<file path="config.mk">
export PLATFORM = sky130hd
export DESIGN_NAME = replyCreditQueue
export DESIGN_NICKNAME = d
export VERILOG_FILES = /design/src/rtl/regCmdPkg.sv /design/src/rtl/replyCreditQueue.sv
export SDC_FILE = /design/constraint.sdc
export NUM_CORES = 1
export LEC_CHECK = 0
export BUFFER_PORTS_ARGS = -buffer_cell sky130_fd_sc_hd__buf_2
export CORE_MARGIN = 2
export CORE_UTILIZATION = 45
export CTS_CLUSTER_SIZE = 16
export DETAILED_ROUTE_END_ITERATION = 10
export PLACE_DENSITY_LB_ADDON = 0.25
export SETUP_SLACK_MARGIN = 0.1
export SLEW_MARGIN = 20
export SYNTH_ARGS = -nofsm -noshare
export SYNTH_HDL_FRONTEND = slang
export SYNTH_SLANG_ARGS = --single-unit
</file>
<file path="constraint.sdc">
create_clock -name PHY_RXCLK -period 20.3 [get_ports PHY_RXCLK]
set_clock_uncertainty 0.15 [all_clocks]
set_input_delay 4.06 -clock PHY_RXCLK [delete_from_list [all_inputs] [get_ports PHY_RXCLK]]
set_output_delay 4.06 -clock PHY_RXCLK [all_outputs]
set_load 0.005 [all_outputs]
</file>
<file path="src/rtl/regCmdPkg.sv">
package regCmdPkg;

   // register store
   localparam logic [6:0] REG_COUNT = 7'd64;
   localparam int REG_IDX_W = 6;
   localparam int ADDR_W = 36;
   localparam int DATA_W = 64;
   localparam int DATA_BYTES = DATA_W / 8;
   localparam logic [7:0] MAX_READ_WORDS = 8'd8;

   // reply path
   localparam int REPLY_DEPTH = 16;
   localparam int REPLY_PTR_W = $clog2(REPLY_DEPTH);
   localparam int REPLY_CREDITS = 4;
   localparam int CREDIT_W = $clog2(REPLY_CREDITS + 1);

   // command header layout
   localparam int CMD_HDR_BYTES = 10;
   localparam int FLAG_WRITE = 0;

   typedef logic [ADDR_W-1:0] regAddrT;
   typedef logic [DATA_W-1:0] regDataT;

   // byteView[0] is the first byte on the wire, so the
   // little-endian address lands as one plain field
   typedef union packed {
      logic [CMD_HDR_BYTES-1:0][7:0] byteView;
      struct packed {
         logic [8*CMD_HDR_BYTES-ADDR_W-17:0] unused;
         regAddrT addr;
         logic [7:0] count;
         logic [7:0] flags;
      } fieldView;
   } cmdHeaderU;

endpackage

</file>
<file path="src/rtl/replyCreditQueue.sv">
module replyCreditQueue import regCmdPkg::*;
(
   input  logic    PHY_RXCLK,
   input  logic    rst,
   input  logic    pushValid,
   input  regAddrT pushAddr,
   input  regDataT pushData,
   output logic    queueFull,
   input  logic    replyCredit,
   output logic    replyValid,
   output regAddrT replyAddr,
   output regDataT replyData
);

   regAddrT addrMem [REPLY_DEPTH];
   regDataT dataMem [REPLY_DEPTH];
   logic [REPLY_PTR_W-1:0] wrPtr;
   logic [REPLY_PTR_W-1:0] rdPtr;
   logic [REPLY_PTR_W:0] fillCnt;
   logic [CREDIT_W-1:0] creditCnt;
   logic pushEn;

   // top bit of the fill count only sets when every slot is taken
   assign queueFull = fillCnt[REPLY_PTR_W];
   assign pushEn = pushValid && !queueFull;

   // a word leaves only with a credit in hand
   assign replyValid = fillCnt != '0 && creditCnt != '0;
   assign replyAddr = addrMem[rdPtr];
   assign replyData = dataMem[rdPtr];

   always_ff @(posedge PHY_RXCLK)
   begin
      if (pushEn)
      begin
         addrMem[wrPtr] <= pushAddr;
         dataMem[wrPtr] <= pushData;
      end
   end

   always_ff @(posedge PHY_RXCLK)
   begin
      if (rst)
      begin
         wrPtr <= '0;
         rdPtr <= '0;
         fillCnt <= '0;
         creditCnt <= CREDIT_W'(REPLY_CREDITS);
      end
      else
      begin
         if (pushEn)
            wrPtr <= wrPtr + 1'b1;
         if (replyValid)
            rdPtr <= rdPtr + 1'b1;
         fillCnt <= fillCnt + (REPLY_PTR_W+1)'(pushEn) - (REPLY_PTR_W+1)'(replyValid);
         // returned credit counts from the next cycle
         creditCnt <= creditCnt + CREDIT_W'(replyCredit) - CREDIT_W'(replyValid);
      end
   end

endmodule

</file>
# [Word level (Yosys, flattened, before mapping)]
# Memory sizes are Yosys's and may differ from the RTL's. A register that Yosys moved wholly into a read port is not among the register bits.
# Index checks and enable logic that the tools add are counted.
# Widths: inputs -> output; s select.
[totals] regBits=16 mem_bits_rw=1600 input_bits=104 output_inout_bits=102 elab_cells=23 mem_count=2
[memory_table] name="dataMem" words=16 word_bits=64 rd=1 rd_clocked_by_memory_dff=1 write_ports=1 line="replyCreditQueue.sv:16" source="regDataT dataMem [REPLY_DEPTH];"
[memory_table] name="addrMem" words=16 word_bits=36 rd=1 rd_clocked_by_memory_dff=1 write_ports=1 line="replyCreditQueue.sv:15" source="regAddrT addrMem [REPLY_DEPTH];"
[op_classes] add_sub_neg=6 muxes=6 n_reduce_logical=5
[ops] operator="$mux 4" n=4
[ops] operator="$add 4x1->4 const B" n=2
[ops] operator="$add 5x1->5" n=1
[ops] operator="$reduce_bool 5->1" n=1
[ops] operator="$sub 5x1->5" n=1
[ops] operator="$add 3x1->3" n=1
[ops] operator="$reduce_bool 3->1" n=1
[ops] operator="$sub 3x1->3" n=1
[ops] operator="$logic_and 1x1->1" n=2
[ops] operator="$mux 1" n=2
[ops] operator="$logic_not 1->1" n=1

# [Logic depth before layout (Yosys ltp)]
[depth] ltp_word=4 depth_mapped=11 depth_no_buf=11

# [Worst setup path after synthesis]
# OpenSTA, ideal clock, no wires.
[synth_path] path_kind="input -> register" start="input port pushValid" end="memory addrMem[3][0] in the netlist's numbering (enable)" setup_time_ps=681 t_arrival_ps=11395 required_time_ps=19469 path_slack_ps=8074 path_stages=4 path_buffers=1 path_cell_list="nor2b_1 clkbuf_1 nand2_1 nor3_1"
[synth_via] elab_chain_len=3
[synth_rtl] element="start: declaration" line="replyCreditQueue.sv:5" source="input logic pushValid,"
[synth_rtl] element="$logic_and 1x1->1" line="replyCreditQueue.sv:25" source="assign pushEn = pushValid && !queueFull;"
[synth_rtl] element="$mux 1" line="replyCreditQueue.sv:34" source="if (pushEn)"
[synth_rtl] element="$mux 1 (implied by the code)" line="replyCreditQueue.sv:36" source="addrMem[wrPtr] <= pushAddr;"
[synth_rtl] element="end: declaration" line="replyCreditQueue.sv:15"
# No other way between the ends.

==> impl_metrics.env <==
export IMPL_dr_pass1_iters=5
export IMPL_final_hold_violation_count=0
export IMPL_p_int_mw=6.195
export IMPL_power_density_nw_per_um2=120.8
export IMPL_cts_resized=0
export IMPL_path_class="register to output port"
export IMPL_yosysTopAreaCell="edfxtp_1"
export IMPL_hold_path_class="register to register"
export IMPL_ant_nets=0
export IMPL_crit_required_ps=16090
export IMPL_cts_htree_levels=4
export IMPL_die_y_um=371.3
export IMPL_period_needed_ps=10010
export IMPL_die_x_um=371.3
export IMPL_synth_edf_count=1600
export IMPL_cts_made_buffers=165
export IMPL_wl_met2_mm=71.14
export IMPL_drc_errors=0
export IMPL_hold_slack_ps=359.2
export IMPL_fmax_mhz=99.95
export IMPL_clock_sinks=1620
export IMPL_drive_gt1_frac=0.3059
export IMPL_outcome="complete, no violations"
export IMPL_place_area_um2=63890
export IMPL_design_core_area_um2=133600
export IMPL_endpoint_kind="output port"
export IMPL_first_iter_violations=3109
export IMPL_fin_tns_setup_ps=0
export IMPL_top_layer="met5"
export IMPL_port_buffers=205
export IMPL_crit_path_max_fanout=68
export IMPL_synth_top_cells_by_area="edfxtp_1, mux4_2, a22oi_1, nand2_1, dfxtp_1"
export IMPL_rsz0062_at_grt="no"
export IMPL_synth_top_flop_cell="edfxtp_1"
export IMPL_nets=2974
export IMPL_met1Wirelength_mm=56.64
export IMPL_power_frac_seq=0.461
export IMPL_ys_seq_area_frac=0.7981
export IMPL_slew_violations=0
export IMPL_via_per_inst=5.909
export IMPL_place_congestion=0.7128
export IMPL_combPwrFrac=0.199
export IMPL_place_ws_ps=11140
export IMPL_synthCells=2559
export IMPL_cp_arrival_ps=5800
export IMPL_worst_pin_slew_ps=1122
export IMPL_dr_wl_met3_mm=10.34
export IMPL_grt_pass1_wl_mm=203.2
export IMPL_areaGrowthSynthToFinish_pct=13.69
export IMPL_synth_nets=2676
export IMPL_cts_root_buffer="clkbuf_16"
export IMPL_drt_wirelength_per_cell_um=29.81
export IMPL_clkLatencyLatePin_ps=790
export IMPL_netlist_top_cells_count="edfxtp_1, mux4_2, a22oi_1, nand2_1, clkbuf_1"
export IMPL_p_total_mw=8.338
export IMPL_postSynthAreaPerCell_um2=23.72
export IMPL_ir_drop_v=0.00009814
export IMPL_final_period_utilization=0.4929
export IMPL_yosysMostFrequentCell="edfxtp_1"
export IMPL_via_count=28130
export IMPL_ys_ff_latch=1620
export IMPL_tritoncts="done"
export IMPL_synth_top_area_frac=0.7915
export IMPL_synth_area_um2=60700
export IMPL_track_usage=0.2080
export IMPL_dieArea_um2=137800
export IMPL_maxSlewHeadroom=0.2499
export IMPL_swShare=0.2571
export IMPL_grt_max_degree=152
export IMPL_stdcell_area_um2=69010
export IMPL_power_leakage_nw=21.45
export IMPL_cts_hold_buf=0
export IMPL_pwr_share_clk=0.341
export IMPL_crit_path_start_kind="register"
export IMPL_drt_total_wl_mm=141.9
export IMPL_io_pins=206
export IMPL_ys_types=28
export IMPL_row_count=134
export IMPL_p_sw_mw=2.143
export IMPL_grt_pass1_vias=29640
export IMPL_setup_viol=0
export IMPL_cts_setup_buffers=0
export IMPL_grt_ovfl_total=0
export IMPL_clockBufferDepth=3
export IMPL_drv_cap=0
export IMPL_regToRegSetupSlack_ps=16200
export IMPL_yosysWarnings=0
export IMPL_antenna_found_initial=33
export IMPL_clk_pin_slew_ps=60
export IMPL_start_util=0.4543
export IMPL_hpwlAfterDp_mm=69.42
export IMPL_async_flop_share=0
export IMPL_worst_slack_ps=10290
## flip-flops by register name, summed over array words and instances (netlist names), named ones only
| name | count |
|---|---|
| rdPtr | 4 |
| dataMem | 1024 |
| addrMem | 576 |
| fillCnt | 5 |
| wrPtr | 4 |
| creditCnt | 3 |
## through the flow
step	cells	util
after floorplan	2559	-
after global placement	4454	0.4777
after detailed placement	4457	0.4781
after CTS	4755	0.5161
after global routing	4758	0.5164
final	4760	0.5165
## cell type report
class	count	area (µm²)
fill	10220	64610
sequential	1620	48450
multi-input combinational	795	11640
clock buffer	208	4333
tap	1768	2212
timing repair buffer	269	1597
clock inverter	90	745.7
inverter	6	22.52
antenna	4	10.01
## worst paths after layout
| path | depth (start not counted) | to | start |
|---|---|---|---|
| max | 7 | replyData[36] | register |
| min | 2 | register | rdPtr[3] |
| max reg2reg | 4 | dataMem[8][56] | fillCnt[4] |
| min reg2reg | 2 | register | rdPtr[3] |
## logic make-up after synthesis
family,Yosys count,synth area share
buffers and inverters,144,0.01241
muxes,400,0.1484
and+or+nand+nor,161,0.01097
xor gates and xnor gates,11,0.001587
DFF,1620,0.7981
adders and majority gates,13,0.002927
AOI/OAI and AO/OA,210,0.02560
## routing by layer
metal  vias to the layer above  GRT usage
li1                      11600          -
met1                     15180     0.2780
met2                      1050     0.3442
met3                       268    0.04497
met4                        30    0.06361
met5                         -          0
## power groups by stage
stage / logic [mW] / clock network (mW) / registers (mW)
after floorplan: 1.22 / 0 / 3.88
after global placement: 1.65 / 0 / 3.91
after detailed placement: 1.68 / 0 / 3.92
after CTS: 1.69 / 2.90 / 3.85
after global routing: 1.79 / 3.02 / 3.85
final: 1.66 / 2.84 / 3.84
## worst max-delay path, cell delays in order (launching register included)
cell     delay (ps)
dfxtp_4         920
buf_4           850
buf_4           890
buf_4           950
mux4_2          420
a22oi_1         240
nand2_1         250
buf_2           200
## cell usage in the layout (no fill, tap or decap), drive strengths merged, types with 13 or more instances in the layout
| cell | n |
|---|---|
| clkbuf | 208 |
| mux4 | 400 |
| a22oi | 200 |
| clkinv | 74 |
| inv | 13 |
| buf | 269 |
| nor2 | 28 |
| edfxtp | 1600 |
| nand2 | 109 |
| dfxtp | 20 |
Power figures use the tool's default switching activity.
