`config.mk`:
```
export PLATFORM = sky130hd
export DESIGN_NAME = gmiiFrameRx
export DESIGN_NICKNAME = d
export VERILOG_FILES = /design/src/rtl/ethFramePkg.sv /design/src/rtl/gmiiFrameRx.sv
export SDC_FILE = /design/constraint.sdc
export NUM_CORES = 1
export LEC_CHECK = 0
export BUFFER_PORTS_ARGS = -buffer_cell sky130_fd_sc_hd__buf_2
export CORE_MARGIN = 1
export CORE_UTILIZATION = 44
export DETAILED_ROUTE_END_ITERATION = 7
export PLACE_DENSITY = 0.73
export SYNTH_ARGS = -nofsm -noshare
export SYNTH_HDL_FRONTEND = slang
export SYNTH_SLANG_ARGS = --single-unit
```
`constraint.sdc`:
```
create_clock -name PHY_RXCLK -period 1.5 [get_ports PHY_RXCLK]
set_clock_uncertainty 0.15 [all_clocks]
set_input_delay 0.225 -clock PHY_RXCLK [delete_from_list [all_inputs] [get_ports PHY_RXCLK]]
set_output_delay 0.225 -clock PHY_RXCLK [all_outputs]
set_load 0.01 [all_outputs]
```
`src/rtl/ethFramePkg.sv`:
```
package ethFramePkg;

   // GMII framing bytes ahead of the frame body
   localparam logic [7:0] PREAMBLE_BYTE = 8'h55;
   localparam logic [7:0] SFD_BYTE = 8'hD5;

   // addresses and ports this board answers to
   localparam logic [47:0] BOARD_MAC = 48'h0080_55ec_0078;
   localparam logic [15:0] ETHERTYPE_IPV4 = 16'h0800;
   localparam logic [7:0] IP_PROTO_UDP = 8'h11;
   localparam logic [31:0] BOARD_IP = {8'd192, 8'd168, 8'd46, 8'd120};
   localparam logic [15:0] CMD_PORT = 16'd2007;

   // byte index width, saturates at the top value
   localparam int FRAME_IDX_W = 7;

   // offsets from the first destination MAC byte
   localparam logic [FRAME_IDX_W-1:0] OFS_ETHERTYPE = 7'd12;
   localparam logic [FRAME_IDX_W-1:0] OFS_PROTO = 7'd23;
   localparam logic [FRAME_IDX_W-1:0] OFS_DST_IP = 7'd30;
   localparam logic [FRAME_IDX_W-1:0] OFS_DST_PORT = 7'd36;
   localparam logic [FRAME_IDX_W-1:0] OFS_CMD = 7'd42;

   // CRC-32, register kept in normal bit order
   localparam logic [31:0] CRC_INIT = 32'hFFFF_FFFF;
   localparam logic [31:0] CRC_POLY = 32'h04C1_1DB7;
   // value left once the FCS bytes went through the register
   localparam logic [31:0] CRC_RESIDUE = 32'hC704_DD7B;
   localparam int CRC_BYTES = 4;

endpackage

```
`src/rtl/gmiiFrameRx.sv`:
```
module gmiiFrameRx import ethFramePkg::*;
(
   input  logic                   PHY_RXCLK,
   input  logic                   rst,
   input  logic [7:0]             PHY_RXD,
   input  logic                   PHY_RXCTL_RXDV,
   input  logic                   PHY_RXER,
   output logic [7:0]             frameByte,
   output logic                   byteValid,
   output logic [FRAME_IDX_W-1:0] byteIdx,
   output logic                   frameStart,
   output logic                   frameEnd,
   output logic                   frameErr
);

   // one-hot state, both low is idle
   logic inPreamble;
   logic inBody;
   // index for the next body byte
   logic [FRAME_IDX_W-1:0] nextIdx;

   always_ff @(posedge PHY_RXCLK)
   begin
      if (rst)
      begin
         inPreamble <= 1'b0;
         inBody <= 1'b0;
         byteValid <= 1'b0;
         frameStart <= 1'b0;
         frameEnd <= 1'b0;
         frameErr <= 1'b0;
      end
      else
      begin
         byteValid <= 1'b0;
         frameStart <= 1'b0;
         frameEnd <= 1'b0;
         if (inBody)
         begin
            if (PHY_RXCTL_RXDV)
            begin
               byteValid <= 1'b1;
               frameErr <= frameErr | PHY_RXER;
            end
            else
            begin
               inBody <= 1'b0;
               frameEnd <= 1'b1;
            end
         end
         else if (inPreamble && PHY_RXCTL_RXDV && PHY_RXD == SFD_BYTE)
         begin
            inPreamble <= 1'b0;
            inBody <= 1'b1;
            frameStart <= 1'b1;
            frameErr <= PHY_RXER;
         end
         else
            // any other byte restarts the preamble search
            inPreamble <= PHY_RXCTL_RXDV && PHY_RXD == PREAMBLE_BYTE;
      end
   end

   always_ff @(posedge PHY_RXCLK)
   begin
      if (inBody && PHY_RXCTL_RXDV)
      begin
         frameByte <= PHY_RXD;
         byteIdx <= nextIdx;
         if (nextIdx != '1)
            nextIdx <= nextIdx + 1'b1;
      end
      else if (!inBody)
         nextIdx <= '0;
   end

endmodule

```
# Word level (Yosys, flattened, before mapping)
# Index checks and enable logic that the tools add are counted.
[op_classes] n_addsub=1 n_eq_ne=6 muxes=11 bitwise_logic=2 reduce_logical=9
[ops] operator="7-bit two-way mux" n=3
[ops] operator="8-bit by 7-bit == test with 1-bit output, second input constant" n=1
[ops] operator="8-bit == test, second input constant" n=1
[ops] operator="1-bit two-way mux" n=8
[ops] operator="7-bit by 1-bit adder with 7-bit output, second input constant" n=1
[ops] operator="7-bit inequality test, second input constant" n=1
[ops] operator="1-bit logical AND" n=4
[ops] operator="2-bit by 1-bit inequality test with 1-bit output, second input constant" n=2
[ops] operator="2-bit AND reduction" n=2
[ops] operator="2-bit OR reduction" n=2
[ops] operator="2-bit inequality test, second input constant" n=1
[ops] operator="2-bit nonzero test" n=1
[ops] operator="1-bit NOT" n=1
[ops] operator="1-bit bitwise OR" n=1
[totals] regBits=28 inputBits=12 out_inout_bits=19 word_cells=38

# Longest topological paths before layout
[logic_depth] ltp_word=4 mapped_depth=4 mapped_depth_nobuf=4

# Worst setup path before layout
# OpenSTA, ideal clock, no wires.
[synth_path] kind="register -> register" startpoint="register inBody" endpoint="register byteIdx[0] (enable)" arrival_ns=1.067 required_ns=0.991 slack_ns=-0.076 stages_incl_launch_ff=4 n_path_buf=1 cell_sequence="dfxtp_1 > clkbuf_1 > nand2_1 > inv_1"
[synth_between] elab_chain_cells=1
[synth_rtl] element="from (decl)" line_no="gmiiFrameRx.sv:18" rtl="logic inBody;"
[synth_rtl] element="from (signal assigned)" line_no="gmiiFrameRx.sv:27" rtl="inBody <= 1'b0;"
[synth_rtl] element="from (signal assigned)" line_no="gmiiFrameRx.sv:47" rtl="inBody <= 1'b0;"
[synth_rtl] element="from (signal assigned)" line_no="gmiiFrameRx.sv:54" rtl="inBody <= 1'b1;"
[synth_rtl] element="1-bit logical AND" line_no="gmiiFrameRx.sv:66" rtl="if (inBody && PHY_RXCTL_RXDV)"
[synth_rtl] element="to (signal assigned)" line_no="gmiiFrameRx.sv:69" rtl="byteIdx <= nextIdx;"
[synth_rtl] element="to (decl)" line_no="gmiiFrameRx.sv:10" rtl="output logic [FRAME_IDX_W-1:0] byteIdx,"
# Every way passes these cells.
# A chain may end at the register's enable or synchronous reset.

# Worst setup path in the final report
[layout_path] startpoint="register nextIdx[0]" endpoint="register nextIdx[6] (data pin)"
[layout_between] elab_chain_cells=3
[layout_rtl] element="from (decl)" line_no="gmiiFrameRx.sv:20" rtl="logic [FRAME_IDX_W-1:0] nextIdx;"
[layout_rtl] element="from (signal assigned)" line_no="gmiiFrameRx.sv:71" rtl="nextIdx <= nextIdx + 1'b1;"
[layout_rtl] element="7-bit by 1-bit adder with 7-bit output" line_no="gmiiFrameRx.sv:71"
[layout_rtl] element="7-bit two-way mux" line_no="gmiiFrameRx.sv:70" rtl="if (nextIdx != '1)"
[layout_rtl] element="7-bit two-way mux" line_no="gmiiFrameRx.sv:66"
# Every way passes these cells. The select of a mux whose other input is x is not followed.

==> run_summary.xml <==
<?xml version="1.0" encoding="UTF-8"?>
<metrics>
  <group name="critical_path">
    <metric name="critical_path_required" unit="ns">1.54</metric>
    <metric name="cp.arrival" unit="ns">1.56</metric>
    <metric name="cp_endpoint_kind" unit="">flip-flop</metric>
    <metric name="worstPathMaxFanout" unit="">3</metric>
    <metric name="timing.setup.critical_path_class" unit="">flip-flop to flip-flop</metric>
    <metric name="worstSetupStartpointType" unit="">flip-flop</metric>
  </group>
  <group name="grt">
    <metric name="grt_first_pass_wirelength" unit="um">2900</metric>
    <metric name="antenna_violations_before_repair" unit="">0</metric>
    <metric name="grtUsageTotal" unit="%">16.5</metric>
    <metric name="grt_remaining_overflow" unit="">0</metric>
    <metric name="via_count_of_the_first_global_routing_pass" unit="">614</metric>
    <metric name="grt_start_max_net_pins" unit="">17</metric>
  </group>
  <group name="final_layout">
    <metric name="diodes" unit="">0</metric>
    <metric name="post_route_cells_drive_above_1_share" unit="%">45.1</metric>
    <metric name="layout.cells.most_common" unit="">sky130_fd_sc_hd__buf_2</metric>
    <metric name="instances_no_fill" unit="">150</metric>
    <metric name="finish.utilization" unit="%">67.7</metric>
    <metric name="number_of_nets_in_the_final_layout" unit="">136</metric>
    <metric name="areaGrowthSynthToFinish" unit="%">46.3</metric>
    <metric name="layout_common_cells" unit="">30 x sky130_fd_sc_hd__buf_2, 22 x sky130_fd_sc_hd__edfxtp_1, 10 x sky130_fd_sc_hd__dlygate4sd3_1, 10 x sky130_fd_sc_hd__buf_4, 9 x sky130_fd_sc_hd__nor2_1</metric>
    <metric name="stdcell_area" unit="um^2">1500</metric>
  </group>
  <group name="placed_design">
    <metric name="placedInstanceArea" unit="um^2">1260</metric>
    <metric name="placed_cells" unit="">132</metric>
    <metric name="setup_ws_pre_cts" unit="ns">-0.0598</metric>
    <metric name="gp_congestion" unit="">0.733</metric>
    <metric name="port_buffers" unit="">30</metric>
    <metric name="detailed_place_hpwl" unit="um">1260</metric>
  </group>
  <group name="yosys">
    <metric name="yosysSeqAreaShare" unit="%">76.3</metric>
    <metric name="ys_types" unit="">23</metric>
    <metric name="asyncSetResetFlopFracSynth" unit="%">0</metric>
    <metric name="synth-warning-count" unit="">0</metric>
    <metric name="postSynthAreaPerCell" unit="um^2">15.1</metric>
    <metric name="synth.top_cells.by_area" unit="">sky130_fd_sc_hd__edfxtp_1 65%, sky130_fd_sc_hd__dfxtp_1 12%, sky130_fd_sc_hd__nor2_1 3.3%</metric>
    <metric name="parity_gate_share_of_the_synthesized_area_counting_xor_and_xnor_cells" unit="%">2.57</metric>
    <metric name="post_synth_mux_area_share" unit="%">1.47</metric>
    <metric name="fraction_of_the_mapped_netlist_area_in_adder_cells" unit="%">1.22</metric>
    <metric name="yosysTopAreaCell" unit="">sky130_fd_sc_hd__edfxtp_1</metric>
    <metric name="postSynthCellCount" unit="">68</metric>
    <metric name="synth_compound_gate_area_share" unit="%">5.13</metric>
    <metric name="synth_top_family_by_area" unit="">simple AND/OR/NAND/NOR gates</metric>
    <metric name="synth-edff-count" unit="">22</metric>
    <metric name="synthDominantCellAreaShare" unit="%">64.5</metric>
    <metric name="simple_gate_portion_of_the_synthesized_area" unit="%">12.2</metric>
    <metric name="syn-num-nets" unit="">81</metric>
    <metric name="synth_flop_cell" unit="">sky130_fd_sc_hd__edfxtp_1</metric>
    <metric name="cell_area_after_synthesis" unit="um^2">1020</metric>
    <metric name="synth.ff_latch_count" unit="">28</metric>
  </group>
  <group name="pwr">
    <metric name="leakagePower" unit="uW">0.000578</metric>
    <metric name="power_per_cell_area" unit="nW/um^2">881</metric>
    <metric name="post-layout-total-power" unit="uW">1320</metric>
    <metric name="vdd_drop_max" unit="mV">0.570</metric>
  </group>
  <group name="floorplanning">
    <metric name="floorplan.die_area" unit="um^2">2520</metric>
    <metric name="floorplan_die_height" unit="um">50.2</metric>
    <metric name="initial_utilization" unit="%">46.3</metric>
    <metric name="num_io_pins" unit="">31</metric>
    <metric name="core_area" unit="um^2">2210</metric>
    <metric name="fp-row-count" unit="">17</metric>
    <metric name="floorplan.die.width" unit="um">50.2</metric>
  </group>
  <group name="timing">
    <metric name="final_slew_violations" unit="">0</metric>
    <metric name="setup-violations-final" unit="">1</metric>
    <metric name="max_slew_margin" unit="%">81.0</metric>
    <metric name="layout_min_cycle_time" unit="ns">1.52</metric>
    <metric name="postLayoutSetupSlackWorst" unit="ns">-0.0241</metric>
    <metric name="fmax" unit="GHz">0.656</metric>
    <metric name="timing_hold_violations_final" unit="">0</metric>
    <metric name="final.period_utilization" unit="%">102</metric>
    <metric name="worstMarginPinSlew" unit="ns">0.284</metric>
  </group>
  <group name="detailed_routing">
    <metric name="routed_via_density" unit="">4.99</metric>
    <metric name="wl" unit="um">2240</metric>
    <metric name="vias" unit="">749</metric>
    <metric name="firstDrtPassIters" unit="">4</metric>
    <metric name="routedWlPerCell" unit="um">14.9</metric>
    <metric name="route.detailed.drc" unit="">0</metric>
    <metric name="drt-initial-drc-count" unit="">8</metric>
    <metric name="final_antenna_net_count" unit="">0</metric>
  </group>
  <group name="status">
    <metric name="status" unit="">finished with violations</metric>
    <metric name="violations_in_the_final_reports" unit="">setup timing</metric>
  </group>
  <group name="clock_tree">
    <metric name="cts_root_buffer" unit="">sky130_fd_sc_hd__clkbuf_4</metric>
    <metric name="numCtsBuffers" unit="">3</metric>
    <metric name="max-clock-path-buffers" unit="">2</metric>
    <metric name="clk_latency" unit="ns">0.34</metric>
    <metric name="tritoncts" unit="">done</metric>
    <metric name="number_of_levels_the_h_tree_was_split_into" unit="">1</metric>
    <metric name="clk_transition_reported_paths" unit="ns">0.16</metric>
    <metric name="numClockSinks" unit="">28</metric>
  </group>
  <group name="min_path">
    <metric name="holdCritPathClass" unit="">input port to flip-flop</metric>
  </group>
  <group name="job">
    <metric name="maxCapViolations" unit="">0</metric>
  </group>
</metrics>
-- sequential cells by signal, summed over array words and instances, names as in the netlist --
signal	cells
nextIdx	7
frameByte	8
frameEnd	1
frameStart	1
inBody	1
byteIdx	7
byteValid	1
inPreamble	1
frameErr	1
-- routing by layer --
layer  share of wire, %  track usage (%)  vias up
met2                 50             27.8       28
met1                 42             19.0      355
li1                   -                -      359
met5                  0                0        -
met4                3.7             11.4        0
met3                4.2             2.73        7
-- critical path: stages, from the launching register on --
cell and delay, ns:
sky130_fd_sc_hd__edfxtp_1 0.45, sky130_fd_sc_hd__ha_4 0.18, sky130_fd_sc_hd__nand3_4 0.08, sky130_fd_sc_hd__or3_1 0.35, sky130_fd_sc_hd__a21oi_1 0.16
-- layout make-up --
class / count / area (um^2)
Clock buffer: 4 / 47.5
Sequential cell: 28 / 781
Tap cell: 28 / 35.0
Inverter: 2 / 11.3
Fill cell: 148 / 714
Multi-Input combinational cell: 37 / 287
Timing Repair Buffer: 51 / 337
-- path summary, 6_finish.rpt --
kind | cells after the start | from | endpoint | slack [ns]
hold / removal | 4 | PHY_RXER | frameErr | 0.1
setup reg to reg | 4 | nextIdx[0] | nextIdx[6] | -0.02
hold reg to reg | 2 | inPreamble | frameStart | 0.39
setup / recovery | 4 | nextIdx[0] | nextIdx[6] | -0.02
-- repair_timing --
action,4_1_cts,5_1_grt
hold buffers,10,0
setup endpoints to repair,7,11
gates resized for setup,3,8
hold endpoints to repair,13,0
pin swaps,1,7
buffers inserted,0,4
-- metrics by stage --
step / hold slack, ns / TNS [ns]
2_1_floorplan: 0.144 / 0
3_3_place_gp: 0.263 / 0
3_5_place_dp: 0.268 / -0.419
4_1_cts: 0.0978 / 0
5_1_grt: 0.133 / -0.176
6_report: 0.0957 / -0.0241
-- kinds of logic (layout without fill, tap and decap cells) --
group	Yosys count	after routing
mux	1	1
fa+ha+maj	1	1
xor+xnor	3	3
simple gates	23	23
flops	28	28
compound gates	9	9
buf+inv	3	57
-- synth_stat cells (all sizes together) (2+ instances only) --
| master | instances |
|---|---|
| inv | 2 |
| xor2 | 2 |
| dfxtp | 6 |
| edfxtp | 22 |
| nand3 | 2 |
| nand2 | 4 |
| o21ai | 2 |
| or3 | 2 |
| nor2 | 9 |
| a21oi | 4 |
-- power breakdown --
part	leakage (uW)	switching (uW)	total (uW)	internal, uW
logic	0.000297	20.8	53.2	32.4
registers	0.000255	0.0211	828	828
clock network	0.0000261	233	438	204
(Power assumes the default switching activity.)
