===== src/rtl/ethFramePkg.sv =====
package ethFramePkg;

   // GMII framing bytes ahead of the frame body
   localparam logic [7:0] PREAMBLE_BYTE = 8'h55;
   localparam logic [7:0] SFD_BYTE = 8'hD5;

   // addresses and ports this board answers to
   localparam logic [47:0] BOARD_MAC = 48'h0080_55ec_0078;
   localparam logic [15:0] ETHERTYPE_IPV4 = 16'h0800;
   localparam logic [7:0] IP_PROTO_UDP = 8'h11;
   localparam logic [31:0] BOARD_IP = {8'd192, 8'd168, 8'd46, 8'd120};
   localparam logic [15:0] CMD_PORT = 16'd2007;

   // byte index width, saturates at the top value
   localparam int FRAME_IDX_W = 7;

   // offsets from the first destination MAC byte
   localparam logic [FRAME_IDX_W-1:0] OFS_ETHERTYPE = 7'd12;
   localparam logic [FRAME_IDX_W-1:0] OFS_PROTO = 7'd23;
   localparam logic [FRAME_IDX_W-1:0] OFS_DST_IP = 7'd30;
   localparam logic [FRAME_IDX_W-1:0] OFS_DST_PORT = 7'd36;
   localparam logic [FRAME_IDX_W-1:0] OFS_CMD = 7'd42;

   // CRC-32, register kept in normal bit order
   localparam logic [31:0] CRC_INIT = 32'hFFFF_FFFF;
   localparam logic [31:0] CRC_POLY = 32'h04C1_1DB7;
   // value left once the FCS bytes went through the register
   localparam logic [31:0] CRC_RESIDUE = 32'hC704_DD7B;
   localparam int CRC_BYTES = 4;

endpackage


===== src/rtl/ethCrcCheck.sv =====
module ethCrcCheck import ethFramePkg::*;
(
   input  logic       PHY_RXCLK,
   input  logic       rst,
   input  logic [7:0] frameByte,
   input  logic       byteValid,
   input  logic       frameStart,
   input  logic       frameEnd,
   output logic       crcOk
);

   logic [31:0] crcReg;

   // one byte through the CRC, bit 0 goes first as on the wire
   function automatic logic [31:0] crcNext(input logic [31:0] crc, input logic [7:0] data);
      logic [31:0] c;
      c = crc;
      for (int i = 0; i < 8; i++)
      begin
         if (c[31] ^ data[i])
            c = {c[30:0], 1'b0} ^ CRC_POLY;
         else
            c = {c[30:0], 1'b0};
      end
      return c;
   endfunction

   always_ff @(posedge PHY_RXCLK)
   begin
      if (rst)
         crcReg <= CRC_INIT;
      else if (frameStart)
         crcReg <= CRC_INIT;
      else if (byteValid)
         crcReg <= crcNext(crcReg, frameByte);
   end

   // FCS bytes included, so a clean frame leaves the fixed residue
   assign crcOk = frameEnd && crcReg == CRC_RESIDUE;

endmodule


===== config.mk =====
export PLATFORM = sky130hd
export DESIGN_NAME = ethCrcCheck
export DESIGN_NICKNAME = d
export VERILOG_FILES = /design/src/rtl/ethFramePkg.sv /design/src/rtl/ethCrcCheck.sv
export SDC_FILE = /design/constraint.sdc
export NUM_CORES = 1
export LEC_CHECK = 0
export BUFFER_PORTS_ARGS = -buffer_cell sky130_fd_sc_hd__clkbuf_2
export CORE_ASPECT_RATIO = 0.5
export CORE_MARGIN = 4
export CORE_UTILIZATION = 45
export CTS_BUF_LIST = sky130_fd_sc_hd__clkbuf_4
export DETAILED_ROUTE_END_ITERATION = 12
export PLACE_DENSITY = 0.68
export SLEW_MARGIN = 40
export SYNTH_ARGS = -nofsm -noshare
export SYNTH_HDL_FRONTEND = slang
export SYNTH_SLANG_ARGS = --single-unit

===== constraint.sdc =====
create_clock -name PHY_RXCLK -period 3.68 [get_ports PHY_RXCLK]
set_input_delay 0.736 -clock PHY_RXCLK [delete_from_list [all_inputs] [get_ports PHY_RXCLK]]
set_output_delay 0.736 -clock PHY_RXCLK [all_outputs]
set_load 0.02 [all_outputs]

; ---- Word level (Yosys, flattened, before mapping)
; Index checks and enable logic that the tools add are counted.
[word_totals]
wordCells = 49
out_inout_bits = 1
ff_bits = 32
[op_classes]
n_eq_ne = 1
reduce_logical = 2
n_bitwise = 16
mux = 29
[op_table]
columns = operator, n
row1 = 2-to-1 mux 32 bit, 21
row2 = 2-to-1 mux 27 bit, 8
row3 = NOT 14 bit, 8
row4 = "equality test 32 bit, second input constant", 1
row5 = bitwise XOR 1 bit, 8
row6 = OR reduction 2 bit, 1
row7 = logical AND 1 bit, 1

; ---- Logic depth before layout (Yosys ltp)
; Gate-level depths: netlist of run 1.
[logic_depth]
word_depth = 37
mapped_depth = 5

; ---- Worst setup path before layout of run 1
; OpenSTA, ideal clock, no wires.
[synth_timing]
path_kind = register -> output
start = register crcReg[31]
end = output crcOk
n_path_buf = 0
arrival_ps = 1992
path_stages_with_launch = 5
slack_ps = 952
path_cell_list = dfxtp_1 -> or4b_2 -> nor4_1 -> nand3_1 -> nor4b_1
[synth_via]
elab_chain_cells = 2
[synth_rtl]
columns = item, line_no
row1 = start: declaration, ethCrcCheck.sv:12  ; logic [31:0] crcReg;
row2 = start signal: assignment, ethCrcCheck.sv:35  ; crcReg <= crcNext(crcReg, frameByte);
row3 = equality test 32 bit, ethCrcCheck.sv:39  ; assign crcOk = frameEnd && crcReg == CRC_RESIDUE;
row4 = logical AND 1 bit, ethCrcCheck.sv:39
row5 = end: declaration, ethCrcCheck.sv:9  ; output logic crcOk
; No other way between the ends.

; ---- Worst setup path after layout of run 1
; Ends and elaborated chain as after synthesis.

==> results.json, run 1 <==
{
  "firstDrtPassIters": 4,
  "design_area_sq_um": 2296,
  "drcViolationCount": 0,
  "path_delay_family": "simple AND/OR/NAND/NOR gates",
  "cts_sinks": 32,
  "clock_path_buffers": 2,
  "critical-path-slowest-cell": "or4b_2",
  "synth.distinct_cells": 29,
  "multi_input_area_sq_um": 1444,
  "vias": 1427,
  "post_synth.cell_area_avg_sq_um": 10.94,
  "grt_setup_unrepaired": "no",
  "io_buffers": 13,
  "ctsHoldBuffers": 0,
  "r2r_slack_ns": 1.81,
  "viasPerCell": 5.385,
  "tightest_slew_ns": 0.6731,
  "cts_tree": "yes",
  "clkPwrFrac_pct": 19.5,
  "layout-drive-gt1-share_pct": 17.79,
  "p_comb_share_pct": 43.3,
  "die_area_sq_um": 5945,
  "routed_wl_um": 4413,
  "globalplace.congestion": 0.8072,
  "seqPwrFrac_pct": 37.2,
  "syn_area_sq_um": 2122,
  "start_kind": "flip-flop",
  "gr-usage-met2_pct": 22.70,
  "synth_seq_cells": 32,
  "regMostFlops": "crcReg",
  "cp.arrival_ns": 2.21,
  "slew_headroom_pct": 54.90,
  "finalMaxSlewViolations": 0,
  "grt_start_max_net_pins": 36,
  "grt_pass1_wl_um": 7155,
  "status": "completed",
  "finalCritPeriodShare_pct": 80.07,
  "cts_buffers": 5,
  "ys_seq_area_share_pct": 30.19,
  "maxCapViolCount": 0,
  "path_max_fanout": 4,
  "dp_hpwl_um": 3186,
  "cts_root_buf": "clkbuf_4",
  "die_x_um": 105.1,
  "top_level_ports": 14,
  "globalRouteOverflowTotal": 0,
  "antenna_left": 0,
  "skew_ns": 0.005775,
  "num-fill-cells": 397,
  "largest_reg_flops": 32,
  "hold_viol": 0,
  "p_leak_nw": 0.9784,
  "core_sq_um": 4467,
  "ctsHtreeMaxLevel": 2,
  "hold_path_class": "reg2reg",
  "finalWorstSetupSlack_ns": 0.7335,
  "place_area_sq_um": 2240,
  "die_height_um": 56.56,
  "final_cell_mix": "32 x dfxtp_1, 28 x xnor2_1, 18 x xnor3_1, 15 x a21oi_1, 14 x nor2_1",
  "clk_pin_slew_ns": 0.10,
  "antenna_found_initial": 0,
  "yosysWarnings": 0,
  "initial_core_util_pct": 47.51,
  "ir_worst_vdd_uv": 144.7,
  "place_ws_ns": 1.053,
  "net-switching-power_w": 0.0003539,
  "internal_power_w": 0.0007395,
  "cts_setup_buffers": 0,
  "seq_area_sq_um": 640.6,
  "grt_most_used_layer": "met1",
  "crit_buf_inv": 1,
  "clk_latency_ns": 0.34,
  "p_per_area_nw_per_um2": 476.2,
  "antenna_cells": 0,
  "worstSetupPathType": "reg2out",
  "grtUsageTotal_pct": 15.58,
  "synth_nets": 207,
  "fp-row-count": 17,
  "largestRegisters": "crcReg (32)",
  "max_clock_freq_mhz": 339.4,
  "switching_share_pct": 32.37,
  "area_growth_pct": 8.196,
  "cp.required_ns": 2.94,
  "worstSetupEndpointType": "output port",
  "use_met1_pct": 23.09,
  "finalSetupTns_ns": 0,
  "path_cells": "or4b_2, nor4_1, nand3_1, nor4b_1, clkbuf_2",
  "gr-usage-met3_pct": 2.985,
  "min_period_ns": 2.946,
  "crit_path_max_incr_delay_ns": 0.64,
  "synth_cells": 194,
  "cts-resized-gates": 0,
  "report.final.setup_viol": 0,
  "grt_pass1_vias": 1347,
  "initialDrtViolationCount": 77,
  "layout.cells.most_common": "dfxtp_1",
  "nets": 220,
  "drt-wirelength-per-cell_um": 16.65
}
worst min-delay path: stages, from the launching register on:
cell	delay, ns
dfxtp_1	0.34
nor2_1	0.08
o21ai_0	0.07
synth_stat cells (all sizes together):
| cell type | count | share of area [%] |
|---|---|---|
| a211o | 1 | 0.41 |
| a21oi | 15 | 3.5 |
| clkbuf | 9 | 1.6 |
| dfxtp | 32 | 30 |
| inv | 1 | 0.18 |
| nand2 | 13 | 2.3 |
| nand2b | 1 | 0.29 |
| nand3 | 1 | 0.24 |
| nand4 | 1 | 0.29 |
| nand4b | 2 | 0.83 |
| nor2 | 14 | 2.5 |
| nor2b | 1 | 0.29 |
| nor3 | 5 | 1.2 |
| nor4 | 3 | 0.88 |
| nor4b | 1 | 0.41 |
| o211ai | 10 | 3.5 |
| o21ai | 15 | 3.5 |
| o311ai | 1 | 0.41 |
| or2 | 1 | 0.29 |
| or4b | 1 | 0.47 |
| or4bb | 1 | 0.53 |
| xnor2 | 38 | 22 |
| xnor3 | 18 | 19 |
| xor2 | 8 | 4.0 |
| xor3 | 1 | 1.1 |
kinds of logic (layout without fill, tap and decap cells):
kind of cell	after synthesis	after routing	share of synthesized area, %
compound gates	42	42	11.44
simple gates	45	45	10.50
flops	32	32	30.19
xor+xnor	65	65	46.11
buf+inv	10	24	1.769
final cells by class:
cell class                      instances  share of cell area [%]
Sequential cell                        32                   27.90
Clock inverter                          1                  0.1635
Inverter                                1                  0.1635
Clock buffer                            7                   2.289
Multi-Input combinational cell        152                   62.89
Timing Repair Buffer                   15                   3.488
Tap cell                               57                   3.106
through the flow:
step | instances | hold slack [ns] | util (%) | total power, W
final | 265 | 0.5202 | 51.40 | 0.001093
after global routing | 265 | 0.5469 | 51.40 | 0.001153
after CTS | 265 | 0.5256 | 51.40 | 0.001098
after detailed placement | 257 | 0.5117 | 50.14 | 0.0008852
after global placement | 257 | 0.4954 | 50.14 | 0.0008801
after floorplan | 194 | 0.4588 | - | 0.0008056
per-layer routing:
metal / wire length, um / vias to the layer above
li1: - / 701
met1: 2317 / 696
met2: 1919 / 22
met3: 122 / 8
met4: 53 / 0
met5: 0 / -
power by group through the flow:
stage	registers (W)	clock network, W	logic, W
after floorplan	0.000405	0	0.000400
after global placement	0.000414	0	0.000466
after detailed placement	0.000415	0	0.000470
after CTS	0.000407	0.000218	0.000474
after global routing	0.000410	0.000235	0.000508
final	0.000407	0.000213	0.000473
worst paths after layout:
| path | start | cells past startpoint | to |
|---|---|---|---|
| setup / recovery | crcReg[31] | 5 | crcOk |
| hold / removal | crcReg[0] | 2 | crcReg[0] |
| hold reg to reg | crcReg[0] | 2 | crcReg[0] |
| setup reg to reg | crcReg[31] | 4 | crcReg[27] |
Note: power is estimated with default switching activity, not from simulation.
==> run 2: changes to the inputs <==
- clock period: 3.68 -> 2.8 ns (I/O delays scaled with it)
==> results.json, run 2 (synthesized netlist as in run 1, its figures left out) <==
{
  "total_power_w": 0.001419,
  "drt-wirelength-per-cell_um": 16.49,
  "cp.required_ns": 2.24,
  "area_growth_pct": 8.608,
  "clkPwrFrac_pct": 18.3,
  "clk_pin_slew_ns": 0.10,
  "initial_core_util_pct": 47.51,
  "cts_tree": "yes",
  "initialDrtViolationCount": 92,
  "p_per_area_nw_per_um2": 615.8,
  "largestRegisters": "crcReg (32)",
  "viasPerCell": 5.468,
  "worstSetupEndpointType": "output port",
  "max_clock_freq_mhz": 371.2,
  "critical-path-slowest-cell": "or4b_2",
  "antenna_cells": 0,
  "die_height_um": 56.56,
  "ctsHtreeMaxLevel": 2,
  "crit_path_max_incr_delay_ns": 0.68,
  "place_ws_ns": 0.4287,
  "ctsHoldBuffers": 0,
  "globalRouteOverflowTotal": 0,
  "cts_setup_buffers": 0,
  "path_max_fanout": 3,
  "largest_reg_flops": 32,
  "p_leak_nw": 0.9841,
  "worstSetupPathType": "reg2out",
  "tightest_slew_ns": 0.6294,
  "cts_sinks": 32,
  "reg2reg_depth": 4,
  "maxCapViolCount": 0,
  "layout.cells.most_common": "dfxtp_1",
  "final_util_pct": 51.60,
  "cp.arrival_ns": 2.13,
  "clk_latency_ns": 0.34,
  "nets": 221,
  "hold_viol": 0,
  "path_cells": "or4b_2, nor4_1, nand3_1, nor4b_2, buf_2",
  "clock_path_buffers": 2,
  "finalMaxSlewViolations": 0,
  "die_x_um": 105.1,
  "switching_share_pct": 32.35,
  "vias": 1449,
  "cts_root_buf": "clkbuf_4",
  "r2r_slack_ns": 0.99,
  "seqPwrFrac_pct": 37.7,
  "drcViolationCount": 0,
  "die_area_sq_um": 5945,
  "report.final.setup_viol": 0,
  "seq_area_sq_um": 641.9,
  "dp_hpwl_um": 3245,
  "hold_path_class": "reg2reg",
  "routed_wl_um": 4371,
  "io_buffers": 13,
  "status": "completed",
  "layout-drive-gt1-share_pct": 18.75,
  "start_kind": "flip-flop",
  "min_path_cells": 2,
  "top_level_ports": 14,
  "holdWs_ns": 0.5278,
  "antenna_found_initial": 0,
  "finalWorstSetupSlack_ns": 0.1060,
  "internal_power_w": 0.0009601,
  "ir_worst_vdd_uv": 195.4,
  "grt_start_max_net_pins": 38,
  "finalSetupTns_ns": 0,
  "p_comb_share_pct": 44.0,
  "min_period_ns": 2.694,
  "multi_input_area_sq_um": 1450,
  "grtUsageTotal_pct": 16.12,
  "globalplace.congestion": 0.8393,
  "grt_pass1_vias": 1405,
  "fp-row-count": 17,
  "num-fill-cells": 398,
  "final_cell_mix": "31 x dfxtp_1, 28 x xnor2_1, 18 x xnor3_1, 15 x a21oi_1, 14 x nor2_1",
  "grt_setup_unrepaired": "no",
  "antenna_left": 0,
  "regMostFlops": "crcReg",
  "cts_buffers": 5,
  "grt_pass1_wl_um": 7403,
  "skew_ns": 0.009572,
  "net-switching-power_w": 0.0004591,
  "core_sq_um": 4467,
  "firstDrtPassIters": 5,
  "slew_headroom_pct": 57.83,
  "finalCritPeriodShare_pct": 96.21
}
run 2: cell count changes in the layout (fill, tap and decap cells not counted), sizes merged:
cell | before | now
buf | 2 | 4
clkbuf | 20 | 18
run 2: cell type report:
type | count | share of cell area, %
Timing Repair Buffer | 16 | 3.800
Tap cell | 57 | 3.094
Multi-Input combinational cell | 152 | 62.92
Clock buffer | 6 | 1.954
Sequential cell | 32 | 27.85
Inverter | 1 | 0.1629
Clock inverter | 1 | 0.2172
run 2: worst paths after layout:
check,start,endpoint
worst max-delay path,crcReg[21],crcOk
worst min-delay path,crcReg[0],crcReg[0]
worst max register to register,crcReg[26],crcReg[13]
worst min register to register,crcReg[0],crcReg[0]
run 2: power groups by stage:
| stage | clock, W | sequential (W) | combinational [W] |
|---|---|---|---|
| detailed placement | 0 | 0.000544 | 0.000621 |
| global placement | 0 | 0.000544 | 0.000615 |
| floorplan | 0 | 0.000533 | 0.000526 |
| CTS | 0.000264 | 0.000534 | 0.000627 |
| global route | 0.000291 | 0.000540 | 0.000678 |
| finish | 0.000260 | 0.000535 | 0.000625 |
run 2: per-stage QoR:
| step | std cells | cell area, sq um |
|---|---|---|
| CTS | 265 | 2297 |
| global route | 265 | 2305 |
| detailed placement | 258 | 2247 |
| floorplan | 194 | 2122 |
| global placement | 258 | 2247 |
| finish | 265 | 2305 |
run 2: layer usage:
layer  part of all wire, %  track usage (%)  routed length [um]  up-vias
met4                  0.78            5.981                  34        0
met3                   6.8            2.985                 296        6
met5                     0                0                   0        -
met1                    48            23.22                2091      703
met2                    45            24.07                1948       33
li1                      -                -                   -      707
run 2: worst max-delay path, delay by kind of cell, from the launching register on:
family,cells,cell delay [ns]
AND/OR/NAND/NOR,4,1.25
flip-flops,1,0.34
buffers and inverters,1,0.20
run 2: timing repair:
item,CTS,global route
endpoints found under the hold margin,0,0
gates resized for setup,0,3
setup endpoints to repair,0,1
==> run 3: changes to the inputs <==
- CORE_UTILIZATION: 45 -> 25
- GPL_TIMING_DRIVEN: unset -> 0
- PLACE_DENSITY: 0.68 -> 0.46
==> results.json, run 3 (synthesized netlist as in run 1, its figures left out) <==
{
  "status": "completed",
  "skew_ns": 0.01201,
  "final_util_pct": 29.54,
  "hold_viol": 0,
  "nets": 227,
  "finalCritPeriodShare_pct": 95.96,
  "worstSetupEndpointType": "output port",
  "cts_buffers": 5,
  "tightest_slew_ns": 0.7256,
  "cts_sinks": 32,
  "globalRouteOverflowTotal": 0,
  "p_comb_share_pct": 43.2,
  "grt_setup_unrepaired": "no",
  "finalMaxSlewViolations": 0,
  "drcViolationCount": 0,
  "globalplace.congestion": 0.8007,
  "layout-drive-gt1-share_pct": 17.21,
  "seqPwrFrac_pct": 37.1,
  "net-switching-power_w": 0.0004757,
  "report.final.setup_viol": 0,
  "die_x_um": 138.3,
  "vias": 1447,
  "start_kind": "flip-flop",
  "top_level_ports": 14,
  "ir_worst_vdd_uv": 148.8,
  "die_area_sq_um": 10120,
  "clock_path_buffers": 2,
  "grt_start_max_net_pins": 11,
  "clk_pin_slew_ns": 0.11,
  "initial_core_util_pct": 26.15,
  "regMostFlops": "crcReg",
  "grt_pass1_wl_um": 8418,
  "cts_setup_buffers": 0,
  "die_height_um": 73.15,
  "clkPwrFrac_pct": 19.7,
  "slew_headroom_pct": 51.28,
  "antenna_left": 0,
  "place_ws_ns": 0.3387,
  "layout.cells.most_common": "dfxtp_1",
  "largestRegisters": "crcReg (32)",
  "p_per_area_nw_per_um2": 604.1,
  "largest_reg_flops": 32,
  "grtUsageTotal_pct": 10.99,
  "clk_latency_ns": 0.34,
  "ctsHtreeMaxLevel": 2,
  "fp-row-count": 23,
  "worstSetupPathType": "reg2out",
  "drt-wirelength-per-cell_um": 15.94,
  "cp.required_ns": 2.24,
  "min_period_ns": 2.687,
  "antenna_cells": 0,
  "cts_root_buf": "clkbuf_4",
  "timing.rr.start": "crcReg[31]",
  "r2r_slack_ns": 0.86,
  "internal_power_w": 0.0009725,
  "ctsHoldBuffers": 0,
  "finalSetupTns_ns": 0,
  "reg2reg_depth": 4,
  "max_clock_freq_mhz": 372.2,
  "dp_hpwl_um": 3847,
  "grt_pass1_vias": 1473,
  "viasPerCell": 4.425,
  "hold_path_class": "reg2reg",
  "io_buffers": 13,
  "switching_share_pct": 32.85,
  "routed_wl_um": 5213,
  "finalWorstSetupSlack_ns": 0.1132,
  "cp.arrival_ns": 2.13,
  "area_growth_pct": 12.97,
  "r2r-end": "crcReg[27]",
  "maxCapViolCount": 0,
  "p_leak_nw": 0.9823,
  "core_sq_um": 8115,
  "cts_tree": "yes",
  "min_from": "crcReg[23]",
  "final_cell_mix": "31 x dfxtp_1, 28 x xnor2_1, 18 x xnor3_1, 15 x a21oi_1, 14 x nor2_1",
  "initialDrtViolationCount": 111,
  "whs_endpoint": "crcReg[23]",
  "path_max_fanout": 3,
  "antenna_found_initial": 0,
  "min_path_cells": 2,
  "firstDrtPassIters": 4
}
==> run 3: cell count changes in the layout (fill, tap and decap cells not counted) <==
cell | previous run | this run
clkinv_2 | 1 | 0
clkbuf_4 | 6 | 7
nor4_2 | 0 | 1
nor4_1 | 3 | 2
clkinv_1 | 0 | 1
clkbuf_1 | 0 | 9
buf_4 | 3 | 0
==> run 3: how the worst max path moves through the flow <==
stage,startpoint,to,slack [ns],cells after the start
floorplan,crcReg[31],crcOk,0.25,4
global placement,crcReg[31],crcOk,0.33,5
detailed placement,crcReg[31],crcOk,0.34,5
CTS,crcReg[21],crcOk,0.05,5
global route,crcReg[21],crcOk,0.01,5
finish,crcReg[21],crcOk,0.11,5
==> run 3: metal layers <==
layer  global-route usage (%)  vias up  part of all wire [%]
li1                         -      719                     -
met3                    2.421        2                   3.3
met5                        0        -                     0
met1                    15.93      707                    52
met2                    16.74       19                    44
met4                    2.629        0                  0.65
==> run 3: stage by stage <==
stage	hold slack, ns	power (W)	instance area (sq um)	cells
6_report	0.5325	0.001448	2397	327
3_3_place_gp	0.5098	0.001175	2327	319
4_1_cts	0.5359	0.001455	2391	327
3_5_place_dp	0.5233	0.001174	2327	319
5_1_grt	0.5445	0.001531	2397	327
2_1_floorplan	0.4588	0.001059	2122	194
==> run 3: power by group through the flow <==
stage,sequential (W),clock (W),combinational (W)
after floorplan,0.000533,0,0.000526
after global placement,0.000547,0,0.000628
after detailed placement,0.000547,0,0.000626
after CTS,0.000537,0.000287,0.000630
after global routing,0.000543,0.000309,0.000679
final,0.000538,0.000286,0.000625
==> run 3: worst max-delay path: stages, from the launching register on <==
cell and delay [ns]:
dfxtp_1 0.35, or4b_2 0.69, nor4_2 0.15, nand3_1 0.12
nor4b_2 0.25, buf_2 0.21
==> run 3: what timing repair did <==
action / 4_1_cts / 5_1_grt
pin swaps: 0 / 0
gates cloned: 0 / 0
gates resized for setup: 2 / 2
setup endpoints to repair: 1 / 1
==> run 3: layout make-up <==
| type | count | area [sq um] |
|---|---|---|
| timing repair buffer | 13 | 65.06 |
| clock buffer | 7 | 52.55 |
| inverter | 1 | 3.754 |
| sequential | 32 | 641.9 |
| buffer | 9 | 33.78 |
| multi-input combinational | 152 | 1456 |
| tap | 112 | 140.1 |
| clock inverter | 1 | 3.754 |
| fill | 874 | 5718 |
